$ cat src/rv32i_pkg.sv
`default_nettype none

package rv32i_pkg;

    typedef logic [31:0] rv32i_word;
    typedef logic [4:0]  rv32i_reg;

    // Major opcode classes, op_none marks a bubble
    typedef enum logic [6:0] {
        op_none  = 7'b0000000,
        op_lui   = 7'b0110111,
        op_auipc = 7'b0010111,
        op_jal   = 7'b1101111,
        op_jalr  = 7'b1100111,
        op_br    = 7'b1100011,
        op_load  = 7'b0000011,
        op_store = 7'b0100011,
        op_imm   = 7'b0010011,
        op_reg   = 7'b0110011
    } rv32i_opcode_t;

    typedef enum logic [2:0] {
        alu_add = 3'b000,
        alu_sll = 3'b001,
        alu_sra = 3'b010,
        alu_sub = 3'b011,
        alu_xor = 3'b100,
        alu_srl = 3'b101,
        alu_or  = 3'b110,
        alu_and = 3'b111
    } alu_ops_t;

    // Same codes as funct3 of the branch instructions
    typedef enum logic [2:0] {
        beq  = 3'b000,
        bne  = 3'b001,
        blt  = 3'b100,
        bge  = 3'b101,
        bltu = 3'b110,
        bgeu = 3'b111
    } branch_funct3_t;

    typedef enum logic {
        alumux1_rs1 = 1'b0,
        alumux1_pc  = 1'b1
    } alumux1_sel_t;

    typedef enum logic [2:0] {
        alumux2_i_imm = 3'b000,
        alumux2_u_imm = 3'b001,
        alumux2_b_imm = 3'b010,
        alumux2_s_imm = 3'b011,
        alumux2_j_imm = 3'b100,
        alumux2_rs2   = 3'b101
    } alumux2_sel_t;

    typedef enum logic {
        cmpmux2_rs2   = 1'b0,
        cmpmux2_i_imm = 1'b1
    } cmpmux2_sel_t;

    typedef enum logic [1:0] {
        pcmux_pc_plus4 = 2'b00,
        pcmux_alu_out  = 2'b01,
        pcmux_alu_mod2 = 2'b10
    } pcmux_sel_t;

    // Operand source in decode
    typedef enum logic [2:0] {
        rsmux_regfile_out   = 3'b000,
        rsmux_alu_out       = 3'b001,
        rsmux_br_en         = 3'b010,
        rsmux_u_imm         = 3'b011,
        rsmux_pc_plus4      = 3'b100,
        rsmux_wbdatamux_out = 3'b101,
        rsmux_wbdata_out    = 3'b110
    } rsmux_sel_t;

    // Bit 3 marks a load; otherwise the low bits reuse the rsmux codes
    typedef enum logic [3:0] {
        wb_none     = 4'b0000,
        wb_alu_out  = 4'b0001,
        wb_br_en    = 4'b0010,
        wb_u_imm    = 4'b0011,
        wb_pc_plus4 = 4'b0100,
        wb_lw       = 4'b1000,
        wb_lh       = 4'b1001,
        wb_lhu      = 4'b1010,
        wb_lb       = 4'b1011,
        wb_lbu      = 4'b1100
    } wbdatamux_sel_t;

    typedef struct packed {
        logic [6:0] funct7;
        rv32i_reg   rs2;
        rv32i_reg   rs1;
        logic [2:0] funct3;
        rv32i_reg   rd;
        logic [6:0] opcode;
    } instr_r_t;

    typedef struct packed {
        logic [11:0] imm12;
        rv32i_reg    rs1;
        logic [2:0]  funct3;
        rv32i_reg    rd;
        logic [6:0]  opcode;
    } instr_i_t;

    typedef union packed {
        instr_r_t r;
        instr_i_t i;
    } rv32i_instr_u;

    typedef struct packed {
        rv32i_opcode_t  opcode;
        alumux1_sel_t   alumux1_sel;
        alumux2_sel_t   alumux2_sel;
        cmpmux2_sel_t   cmpmux2_sel;
        alu_ops_t       aluop;
        branch_funct3_t cmpop;
        pcmux_sel_t     pcmux_sel;
        wbdatamux_sel_t wbdatamux_sel;
        logic           d_read;
        logic           d_write;
        logic [3:0]     d_byte_enable;
        rv32i_reg       rs1;
        rv32i_reg       rs2;
        rv32i_reg       rd;
    } ctrl_word_t;

    // No memory access, no writeback, PC advances normally
    localparam ctrl_word_t ctrl_bubble = '{
        opcode:        op_none,
        alumux1_sel:   alumux1_rs1,
        alumux2_sel:   alumux2_i_imm,
        cmpmux2_sel:   cmpmux2_rs2,
        aluop:         alu_add,
        cmpop:         beq,
        pcmux_sel:     pcmux_pc_plus4,
        wbdatamux_sel: wb_none,
        d_read:        1'b0,
        d_write:       1'b0,
        d_byte_enable: 4'b0000,
        rs1:           5'd0,
        rs2:           5'd0,
        rd:            5'd0
    };

    typedef struct packed {
        alumux1_sel_t alumux1_sel;
        alumux2_sel_t alumux2_sel;
        cmpmux2_sel_t cmpmux2_sel;
        rsmux_sel_t   rs1mux_sel;
        rsmux_sel_t   rs2mux_sel;
    } id_sel_t;

    typedef struct packed {
        alu_ops_t       aluop;
        branch_funct3_t cmpop;
        pcmux_sel_t     pcmux_sel;
    } ex_ctrl_t;

    typedef struct packed {
        wbdatamux_sel_t wbdatamux_sel;
        logic           d_read;
        logic           d_write;
        logic [3:0]     d_byte_enable;
    } mem_ctrl_t;

    typedef struct packed {
        logic id;
        logic ex;
        logic mem;
        logic wb;
    } stall_t;

    typedef struct packed {
        rsmux_sel_t rs1mux_sel;
        rsmux_sel_t rs2mux_sel;
        logic       load_use;
    } fwd_t;

endpackage

`default_nettype wire

$ cat src/control_pipe.sv
`default_nettype none

module control_pipe import rv32i_pkg::*; (
    input  logic       clk,
    input  logic       rst,
    input  ctrl_word_t new_word,
    input  logic       load_use,
    input  logic       ex_load_pc,
    input  logic       i_resp,
    input  logic       d_resp,
    output ctrl_word_t if_id,
    output ctrl_word_t id_ex,
    output ctrl_word_t ex_mem,
    output ctrl_word_t mem_wb,
    output logic       stall_all,
    output logic       stall_decode
);

    logic d_ready;
    logic d_ready_next;
    logic mem_access;

    assign mem_access = ex_mem.d_read | ex_mem.d_write;

    // A response seen during an instruction-side stall is remembered
    always_comb begin
        if (!mem_access || d_resp) begin
            d_ready_next = 1'b1;
        end else begin
            d_ready_next = d_ready;
        end
    end

    assign stall_all    = !i_resp || !d_ready_next;
    assign stall_decode = load_use;

    always_ff @(posedge clk) begin
        if (rst) begin
            if_id   <= ctrl_bubble;
            id_ex   <= ctrl_bubble;
            ex_mem  <= ctrl_bubble;
            mem_wb  <= ctrl_bubble;
            d_ready <= 1'b0;
        end else if (stall_all) begin
            // Whole pipe frozen
            d_ready <= d_ready_next;
        end else begin
            d_ready <= 1'b0;

            // A redirect kills the wrong-path word even if decode was held
            if (ex_load_pc) begin
                if_id <= ctrl_bubble;
            end else if (!load_use) begin
                if_id <= new_word;
            end

            if (ex_load_pc || load_use) begin
                id_ex <= ctrl_bubble;
            end else begin
                id_ex <= if_id;
            end

            ex_mem <= id_ex;
            mem_wb <= ex_mem;
        end
    end

endmodule

`default_nettype wire

$ cat src/control_rom.sv
`default_nettype none

module control_rom import rv32i_pkg::*; (
    input  rv32i_instr_u instruction,
    output ctrl_word_t   ctrl
);

    logic [2:0] funct3;
    logic       alt_op;

    assign funct3 = instruction.r.funct3;

    // funct7[5] in R-type, imm[10] for I-type shifts; addi never subtracts
    assign alt_op = (instruction.r.opcode == op_reg) ? instruction.r.funct7[5] :
                    (funct3 == 3'b101) ? instruction.i.imm12[10] : 1'b0;

    function automatic alu_ops_t arith_op(input logic [2:0] f3, input logic alt);
        alu_ops_t op;
        case (f3)
            3'b000:  op = alt ? alu_sub : alu_add;
            3'b001:  op = alu_sll;
            3'b100:  op = alu_xor;
            3'b101:  op = alt ? alu_sra : alu_srl;
            3'b110:  op = alu_or;
            3'b111:  op = alu_and;
            default: op = alu_add;
        endcase
        return op;
    endfunction

    always_comb begin
        ctrl        = ctrl_bubble;
        ctrl.opcode = rv32i_opcode_t'(instruction.r.opcode);
        ctrl.rs1    = instruction.r.rs1;
        ctrl.rs2    = instruction.r.rs2;
        ctrl.rd     = instruction.r.rd;
        case (instruction.r.opcode)
            op_lui: begin
                ctrl.rs1           = '0;
                ctrl.rs2           = '0;
                ctrl.wbdatamux_sel = wb_u_imm;
            end
            op_auipc: begin
                ctrl.rs1           = '0;
                ctrl.rs2           = '0;
                ctrl.alumux1_sel   = alumux1_pc;
                ctrl.alumux2_sel   = alumux2_u_imm;
                ctrl.wbdatamux_sel = wb_alu_out;
            end
            op_jal: begin
                ctrl.rs1           = '0;
                ctrl.rs2           = '0;
                ctrl.alumux1_sel   = alumux1_pc;
                ctrl.alumux2_sel   = alumux2_j_imm;
                ctrl.pcmux_sel     = pcmux_alu_out;
                ctrl.wbdatamux_sel = wb_pc_plus4;
            end
            op_jalr: begin
                // Only funct3 000 is a legal jalr
                if (instruction.i.funct3 != 3'b000) begin
                    ctrl = ctrl_bubble;
                end else begin
                    ctrl.rs1           = instruction.i.rs1;
                    ctrl.rs2           = '0;
                    ctrl.rd            = instruction.i.rd;
                    ctrl.pcmux_sel     = pcmux_alu_mod2;
                    ctrl.wbdatamux_sel = wb_pc_plus4;
                end
            end
            op_br: begin
                ctrl.rd          = '0;
                ctrl.alumux1_sel = alumux1_pc;
                ctrl.alumux2_sel = alumux2_b_imm;
                ctrl.cmpop       = branch_funct3_t'(funct3);
                ctrl.pcmux_sel   = pcmux_alu_out;
            end
            op_load: begin
                ctrl.rs2    = '0;
                ctrl.d_read = 1'b1;
                case (funct3)
                    3'b000:  ctrl.wbdatamux_sel = wb_lb;
                    3'b001:  ctrl.wbdatamux_sel = wb_lh;
                    3'b010:  ctrl.wbdatamux_sel = wb_lw;
                    3'b100:  ctrl.wbdatamux_sel = wb_lbu;
                    3'b101:  ctrl.wbdatamux_sel = wb_lhu;
                    default: ctrl = ctrl_bubble;
                endcase
            end
            op_store: begin
                ctrl.rd          = '0;
                ctrl.alumux2_sel = alumux2_s_imm;
                ctrl.d_write     = 1'b1;
                // Lane alignment by address happens in the datapath
                case (funct3)
                    3'b000:  ctrl.d_byte_enable = 4'b0001;
                    3'b001:  ctrl.d_byte_enable = 4'b0011;
                    3'b010:  ctrl.d_byte_enable = 4'b1111;
                    default: ctrl = ctrl_bubble;
                endcase
            end
            op_imm, op_reg: begin
                if (instruction.r.opcode == op_imm) begin
                    ctrl.rs1         = instruction.i.rs1;
                    ctrl.rs2         = '0;
                    ctrl.cmpmux2_sel = cmpmux2_i_imm;
                end else begin
                    ctrl.alumux2_sel = alumux2_rs2;
                end
                ctrl.aluop         = arith_op(funct3, alt_op);
                ctrl.wbdatamux_sel = wb_alu_out;
                // Set-less-than goes through the comparator
                if (funct3 == 3'b010 || funct3 == 3'b011) begin
                    ctrl.cmpop         = funct3[0] ? bltu : blt;
                    ctrl.wbdatamux_sel = wb_br_en;
                end
            end
            default: ctrl = ctrl_bubble;
        endcase
    end

endmodule

`default_nettype wire

$ cat src/hazard_unit.sv
`default_nettype none

module hazard_unit import rv32i_pkg::*; (
    input  ctrl_word_t if_id,
    input  ctrl_word_t id_ex,
    input  ctrl_word_t ex_mem,
    input  ctrl_word_t mem_wb,
    output fwd_t       fwd
);

    logic rs1_load_use;
    logic rs2_load_use;

    // Youngest matching producer wins; x0 is never forwarded
    function automatic rsmux_sel_t pick_source(
        input  rv32i_reg   src,
        input  ctrl_word_t ex_word,
        input  ctrl_word_t mem_word,
        input  ctrl_word_t wb_word,
        output logic       load_use
    );
        rsmux_sel_t sel;
        sel      = rsmux_regfile_out;
        load_use = 1'b0;
        if (src != '0) begin
            if (ex_word.rd == src) begin
                if (ex_word.wbdatamux_sel[3]) begin
                    // Load data not ready yet, decode waits a cycle
                    load_use = 1'b1;
                end else begin
                    sel = rsmux_sel_t'(ex_word.wbdatamux_sel[2:0]);
                end
            end else if (mem_word.rd == src) begin
                sel = rsmux_wbdatamux_out;
            end else if (wb_word.rd == src) begin
                sel = rsmux_wbdata_out;
            end
        end
        return sel;
    endfunction

    always_comb begin
        fwd.rs1mux_sel = pick_source(if_id.rs1, id_ex, ex_mem, mem_wb, rs1_load_use);
        fwd.rs2mux_sel = pick_source(if_id.rs2, id_ex, ex_mem, mem_wb, rs2_load_use);
        fwd.load_use   = rs1_load_use | rs2_load_use;
    end

endmodule

`default_nettype wire

$ cat src/pipeline_control.sv
`default_nettype none

module pipeline_control import rv32i_pkg::*; (
    input  logic      clk,
    input  logic      rst,
    input  rv32i_word instruction,
    input  logic      i_resp,
    input  logic      d_resp,
    input  logic      ex_load_pc,
    output id_sel_t   id_sel,
    output ex_ctrl_t  ex_ctrl,
    output mem_ctrl_t mem_ctrl,
    output rv32i_reg  regfile_rd,
    output stall_t    stall
);

    rv32i_instr_u instr;
    ctrl_word_t   new_word;
    ctrl_word_t   if_id;
    ctrl_word_t   id_ex;
    ctrl_word_t   ex_mem;
    ctrl_word_t   mem_wb;
    fwd_t         fwd;
    logic         stall_all;
    logic         stall_decode;

    assign instr = instruction;

    control_rom control_rom_inst (
        .instruction (instr),
        .ctrl        (new_word)
    );

    hazard_unit hazard_unit_inst (
        .if_id  (if_id),
        .id_ex  (id_ex),
        .ex_mem (ex_mem),
        .mem_wb (mem_wb),
        .fwd    (fwd)
    );

    control_pipe control_pipe_inst (
        .clk          (clk),
        .rst          (rst),
        .new_word     (new_word),
        .load_use     (fwd.load_use),
        .ex_load_pc   (ex_load_pc),
        .i_resp       (i_resp),
        .d_resp       (d_resp),
        .if_id        (if_id),
        .id_ex        (id_ex),
        .ex_mem       (ex_mem),
        .mem_wb       (mem_wb),
        .stall_all    (stall_all),
        .stall_decode (stall_decode)
    );

    // Each stage takes its selects from its own register
    always_comb begin
        id_sel.alumux1_sel = if_id.alumux1_sel;
        id_sel.alumux2_sel = if_id.alumux2_sel;
        id_sel.cmpmux2_sel = if_id.cmpmux2_sel;
        id_sel.rs1mux_sel  = fwd.rs1mux_sel;
        id_sel.rs2mux_sel  = fwd.rs2mux_sel;

        ex_ctrl.aluop     = id_ex.aluop;
        ex_ctrl.cmpop     = id_ex.cmpop;
        ex_ctrl.pcmux_sel = id_ex.pcmux_sel;

        mem_ctrl.wbdatamux_sel = ex_mem.wbdatamux_sel;
        mem_ctrl.d_read        = ex_mem.d_read;
        mem_ctrl.d_write       = ex_mem.d_write;
        mem_ctrl.d_byte_enable = ex_mem.d_byte_enable;

        regfile_rd = mem_wb.rd;
    end

    // Decode also holds for a load-use bubble
    assign stall.id  = stall_all | stall_decode;
    assign stall.ex  = stall_all;
    assign stall.mem = stall_all;
    assign stall.wb  = stall_all;

endmodule

`default_nettype wire

$ cat config.mk
export PLATFORM = sky130hd
export DESIGN_NAME = pipeline_control
export DESIGN_NICKNAME = d
export VERILOG_FILES = /design/src/rv32i_pkg.sv /design/src/control_pipe.sv /design/src/control_rom.sv /design/src/hazard_unit.sv /design/src/pipeline_control.sv
export SDC_FILE = /design/constraint.sdc
export NUM_CORES = 1
export LEC_CHECK = 0
export BUFFER_PORTS_ARGS = -buffer_cell sky130_fd_sc_hd__buf_2
export CAP_MARGIN = 20
export CELL_PAD_IN_SITES_DETAIL_PLACEMENT = 0
export CELL_PAD_IN_SITES_GLOBAL_PLACEMENT = 1
export CORE_ASPECT_RATIO = 1.5
export CORE_MARGIN = 4
export CORE_UTILIZATION = 37
export DETAILED_ROUTE_END_ITERATION = 12
export PLACE_DENSITY = 0.79
export SLEW_MARGIN = 20
export SYNTH_ARGS = -nofsm -noshare
export SYNTH_HDL_FRONTEND = slang
export SYNTH_SLANG_ARGS = --single-unit
$ cat constraint.sdc
create_clock -name clk -period 2.1 [get_ports clk]
set_clock_uncertainty 0.1 [all_clocks]
set_input_delay 0.315 -clock clk [delete_from_list [all_inputs] [get_ports clk]]
set_output_delay 0.315 -clock clk [all_outputs]
set_load 0.01 [all_outputs]
==> impl_metrics.ini <==
[cts]
cts_made_buffers = 9
cts_max_level = 3
tritoncts = yes
clk_path_buf_depth = 2
clk_pin_slew_ps = 50
clkLatencyLatePin_ps = 330
cts_root_buf = clkbuf_16
cts.sinks = 79

[drt]
drc_errors = 0
drt-total-wl_um = 11800
via_per_inst = 5.19
firstDrtPassIters = 4
wire_per_inst_um = 16.1
route.vias.total = 3818
ant_nets = 0
first_iter_violations = 168

[global_routing]
grt_pass1_vias = 3694
grt_pass1_wl_um = 17900
antenna_found_initial = 0
grt_max_degree = 34
grt_overflow = 0
track_usage_pct = 17.5

[critical_path]
crit_fanout = 2
timing.rr.end = control_pipe_inst.if_id[13]$_SDFFE_PP0P_
cp-end-kind = primary output
worst_r2r_path_depth = 8
crit_end = stall[3]
crit_arrival_ps = 1890
r2r_setup_slack_ps = -190
crit_start = control_pipe_inst.if_id[13]$_SDFFE_PP0P_
cp-start-kind = flip-flop
worstSetupPathType = flip-flop to primary output
r2r-start = control_pipe_inst.if_id[5]$_SDFFE_PP0P_
crit_required_ps = 1680

[timing]
slew_viol_final = 0
setup_violations = 41
grt_setup_unrepaired = yes
slew_headroom_pct = 58.9
finalHoldViolations = 0
max_slew.worst_pin.slew_ps = 610
fin_setup_tns_ps = -4680
hold_slack_ps = 63.1
fin_crit_ps = 2310
finalCritPeriodShare_pct = 110
postLayoutSetupSlackWorst_ps = -210
max_freq_ghz = 0.433

[logic_synthesis]
yosysWarnings = 0
synth_area_per_cell_um2 = 8.27
ys_ff_latch = 79
syn_inst = 499
synth_edf_count = 0
synthArstFlopShare_pct = 0
synth_cell_types = 54
yosysSeqAreaShare_pct = 38.3
yosysTopAreaCell = dfxtp_1
synth_fp_nets = 536
synthTopCellsByArea = dfxtp_1 (38%), nand2_1 (6.7%), buf_4 (4.9%)
synthFlopType = dfxtp_1
syn_area_mm2 = 0.00413
yosysTopAreaCellShare_pct = 38.3

[power]
p_total_mw = 3.36
p_sw_share_pct = 22.0
power_per_cell_area_mw_per_mm2 = 614
comb_power_share_pct = 8.0
p_clk_share_pct = 47.4
power.leakage_nw = 2.33
seq_power_share_pct = 44.7
ir_drop_mv = 0.349
power_switching_mw = 0.739
p_int_mw = 2.62

[status]
outcome = finished with violations
violations = negative setup slack

[place]
port_buffers = 68
preCtsSetupSlack_ps = -80.9
post-place-cells = 701
place.gp.congestion = 0.858
dpl_cell_area_mm2 = 0.00468
hpwlAfterDp_um = 8550

[die]
die_height_um = 137
die-area_mm2 = 0.0129
ios = 75
core_mm2 = 0.0110
num_rows = 47
start_util_pct = 37.5
chipWidth_um = 94.3

[cells_and_area]
multi_input_area_mm2 = 0.00244
final_util_pct = 49.7
final_cells = 735
syn_to_final_growth_pct = 32.4
diodes = 0
fin_nets = 620
fin_area_mm2 = 0.00547
nFillCells = 1069
final_common_cell = dfxtp_1
register_area_mm2 = 0.00159
layout-drive-gt1-share_pct = 35.0
mostFrequentLayoutCells = dfxtp_1 (72), nand2_1 (70), buf_2 (67)

[run]
cap_viol_max_count = 0

[worst_hold_path]
worstHoldPathType = input port to flip-flop
==> flip-flops by register name (all words and copies together) (netlist names) <==
name and cells:
control_pipe_inst.if_id 37, control_pipe_inst.id_ex 22, control_pipe_inst.ex_mem 14, control_pipe_inst.mem_wb 5, control_pipe_inst.d_ready 1
==> final cells by class <==
cell class              count  share of cell area (%)
well taps                 147                    3.37
flip-flops and latches     79                    29.1
clock inverters             3                   0.733
repair buffers            129                    16.9
clock buffers              13                    4.95
multi-input cells         360                    44.6
inverters                   4                   0.275
==> cell usage after synthesis, types with 11 or more instances <==
cell type  instances
a21oi_1           36
buf_4             27
clkbuf_1          22
dfxtp_1           79
mux2i_1           11
nand2_1           74
nand2b_1          15
nand3_1           24
nand3b_1          11
nor2_1            20
nor3_1            13
o21ai_0           37
xor2_1            22
==> repair_timing <==
action                                  4_1_cts  5_1_grt
hold buffers                                  0        0
endpoints found under the setup margin       30       60
pin swaps                                     8       25
setup buffers                                 4       14
resized for setup                            15       59
cloned                                        0        4
==> cell families after synthesis <==
| family | synth area share, % |
|---|---|
| DFF | 38.3 |
| AOI/OAI and AO/OA | 17.9 |
| and+or+nand+nor | 25.0 |
| xor gates and xnor gates | 6.79 |
| muxes | 3.21 |
| buffers and inverters | 8.82 |
==> power groups by stage <==
stage,Combinational (mW),Sequential [mW],Clock (mW)
after global routing,0.289,1.50,1.67
after detailed placement,0.238,1.53,0
after CTS,0.242,1.50,1.62
final,0.268,1.50,1.59
after global placement,0.235,1.53,0
after floorplan,0.145,1.53,0
==> critical path, stage by stage (launching register included) <==
cell and delay (ps):
dfxtp_1 310, or4_4 540, nor2_4 110, and3b_4 230, o21ai_4 160, nand2_2 90, buf_6 130
==> how the worst min path moves through the flow <==
stage	depth (start not counted)	from	end
floorplan	1	i_resp	control_pipe_inst.d_ready$_SDFF_PP0_
global placement	2	control_pipe_inst.id_ex[32]$_SDFFE_PP0N_	control_pipe_inst.id_ex[32]$_SDFFE_PP0N_
detailed placement	2	control_pipe_inst.ex_mem[21]$_SDFFE_PP0N_	control_pipe_inst.ex_mem[21]$_SDFFE_PP0N_
CTS	2	i_resp	control_pipe_inst.d_ready$_SDFF_PP0_
global route	2	i_resp	control_pipe_inst.d_ready$_SDFF_PP0_
finish	2	i_resp	control_pipe_inst.d_ready$_SDFF_PP0_
==> per-layer routing <==
layer	vias up	wire length, µm	track usage (%)	share of wire (%)
met5	-	0	0	0
met4	0	222	7.39	1.9
met3	14	321	2.57	2.7
met2	81	6330	31.7	54
met1	1821	4930	20.3	42
li1	1902	-	-	-
(Power assumes the default switching activity.)
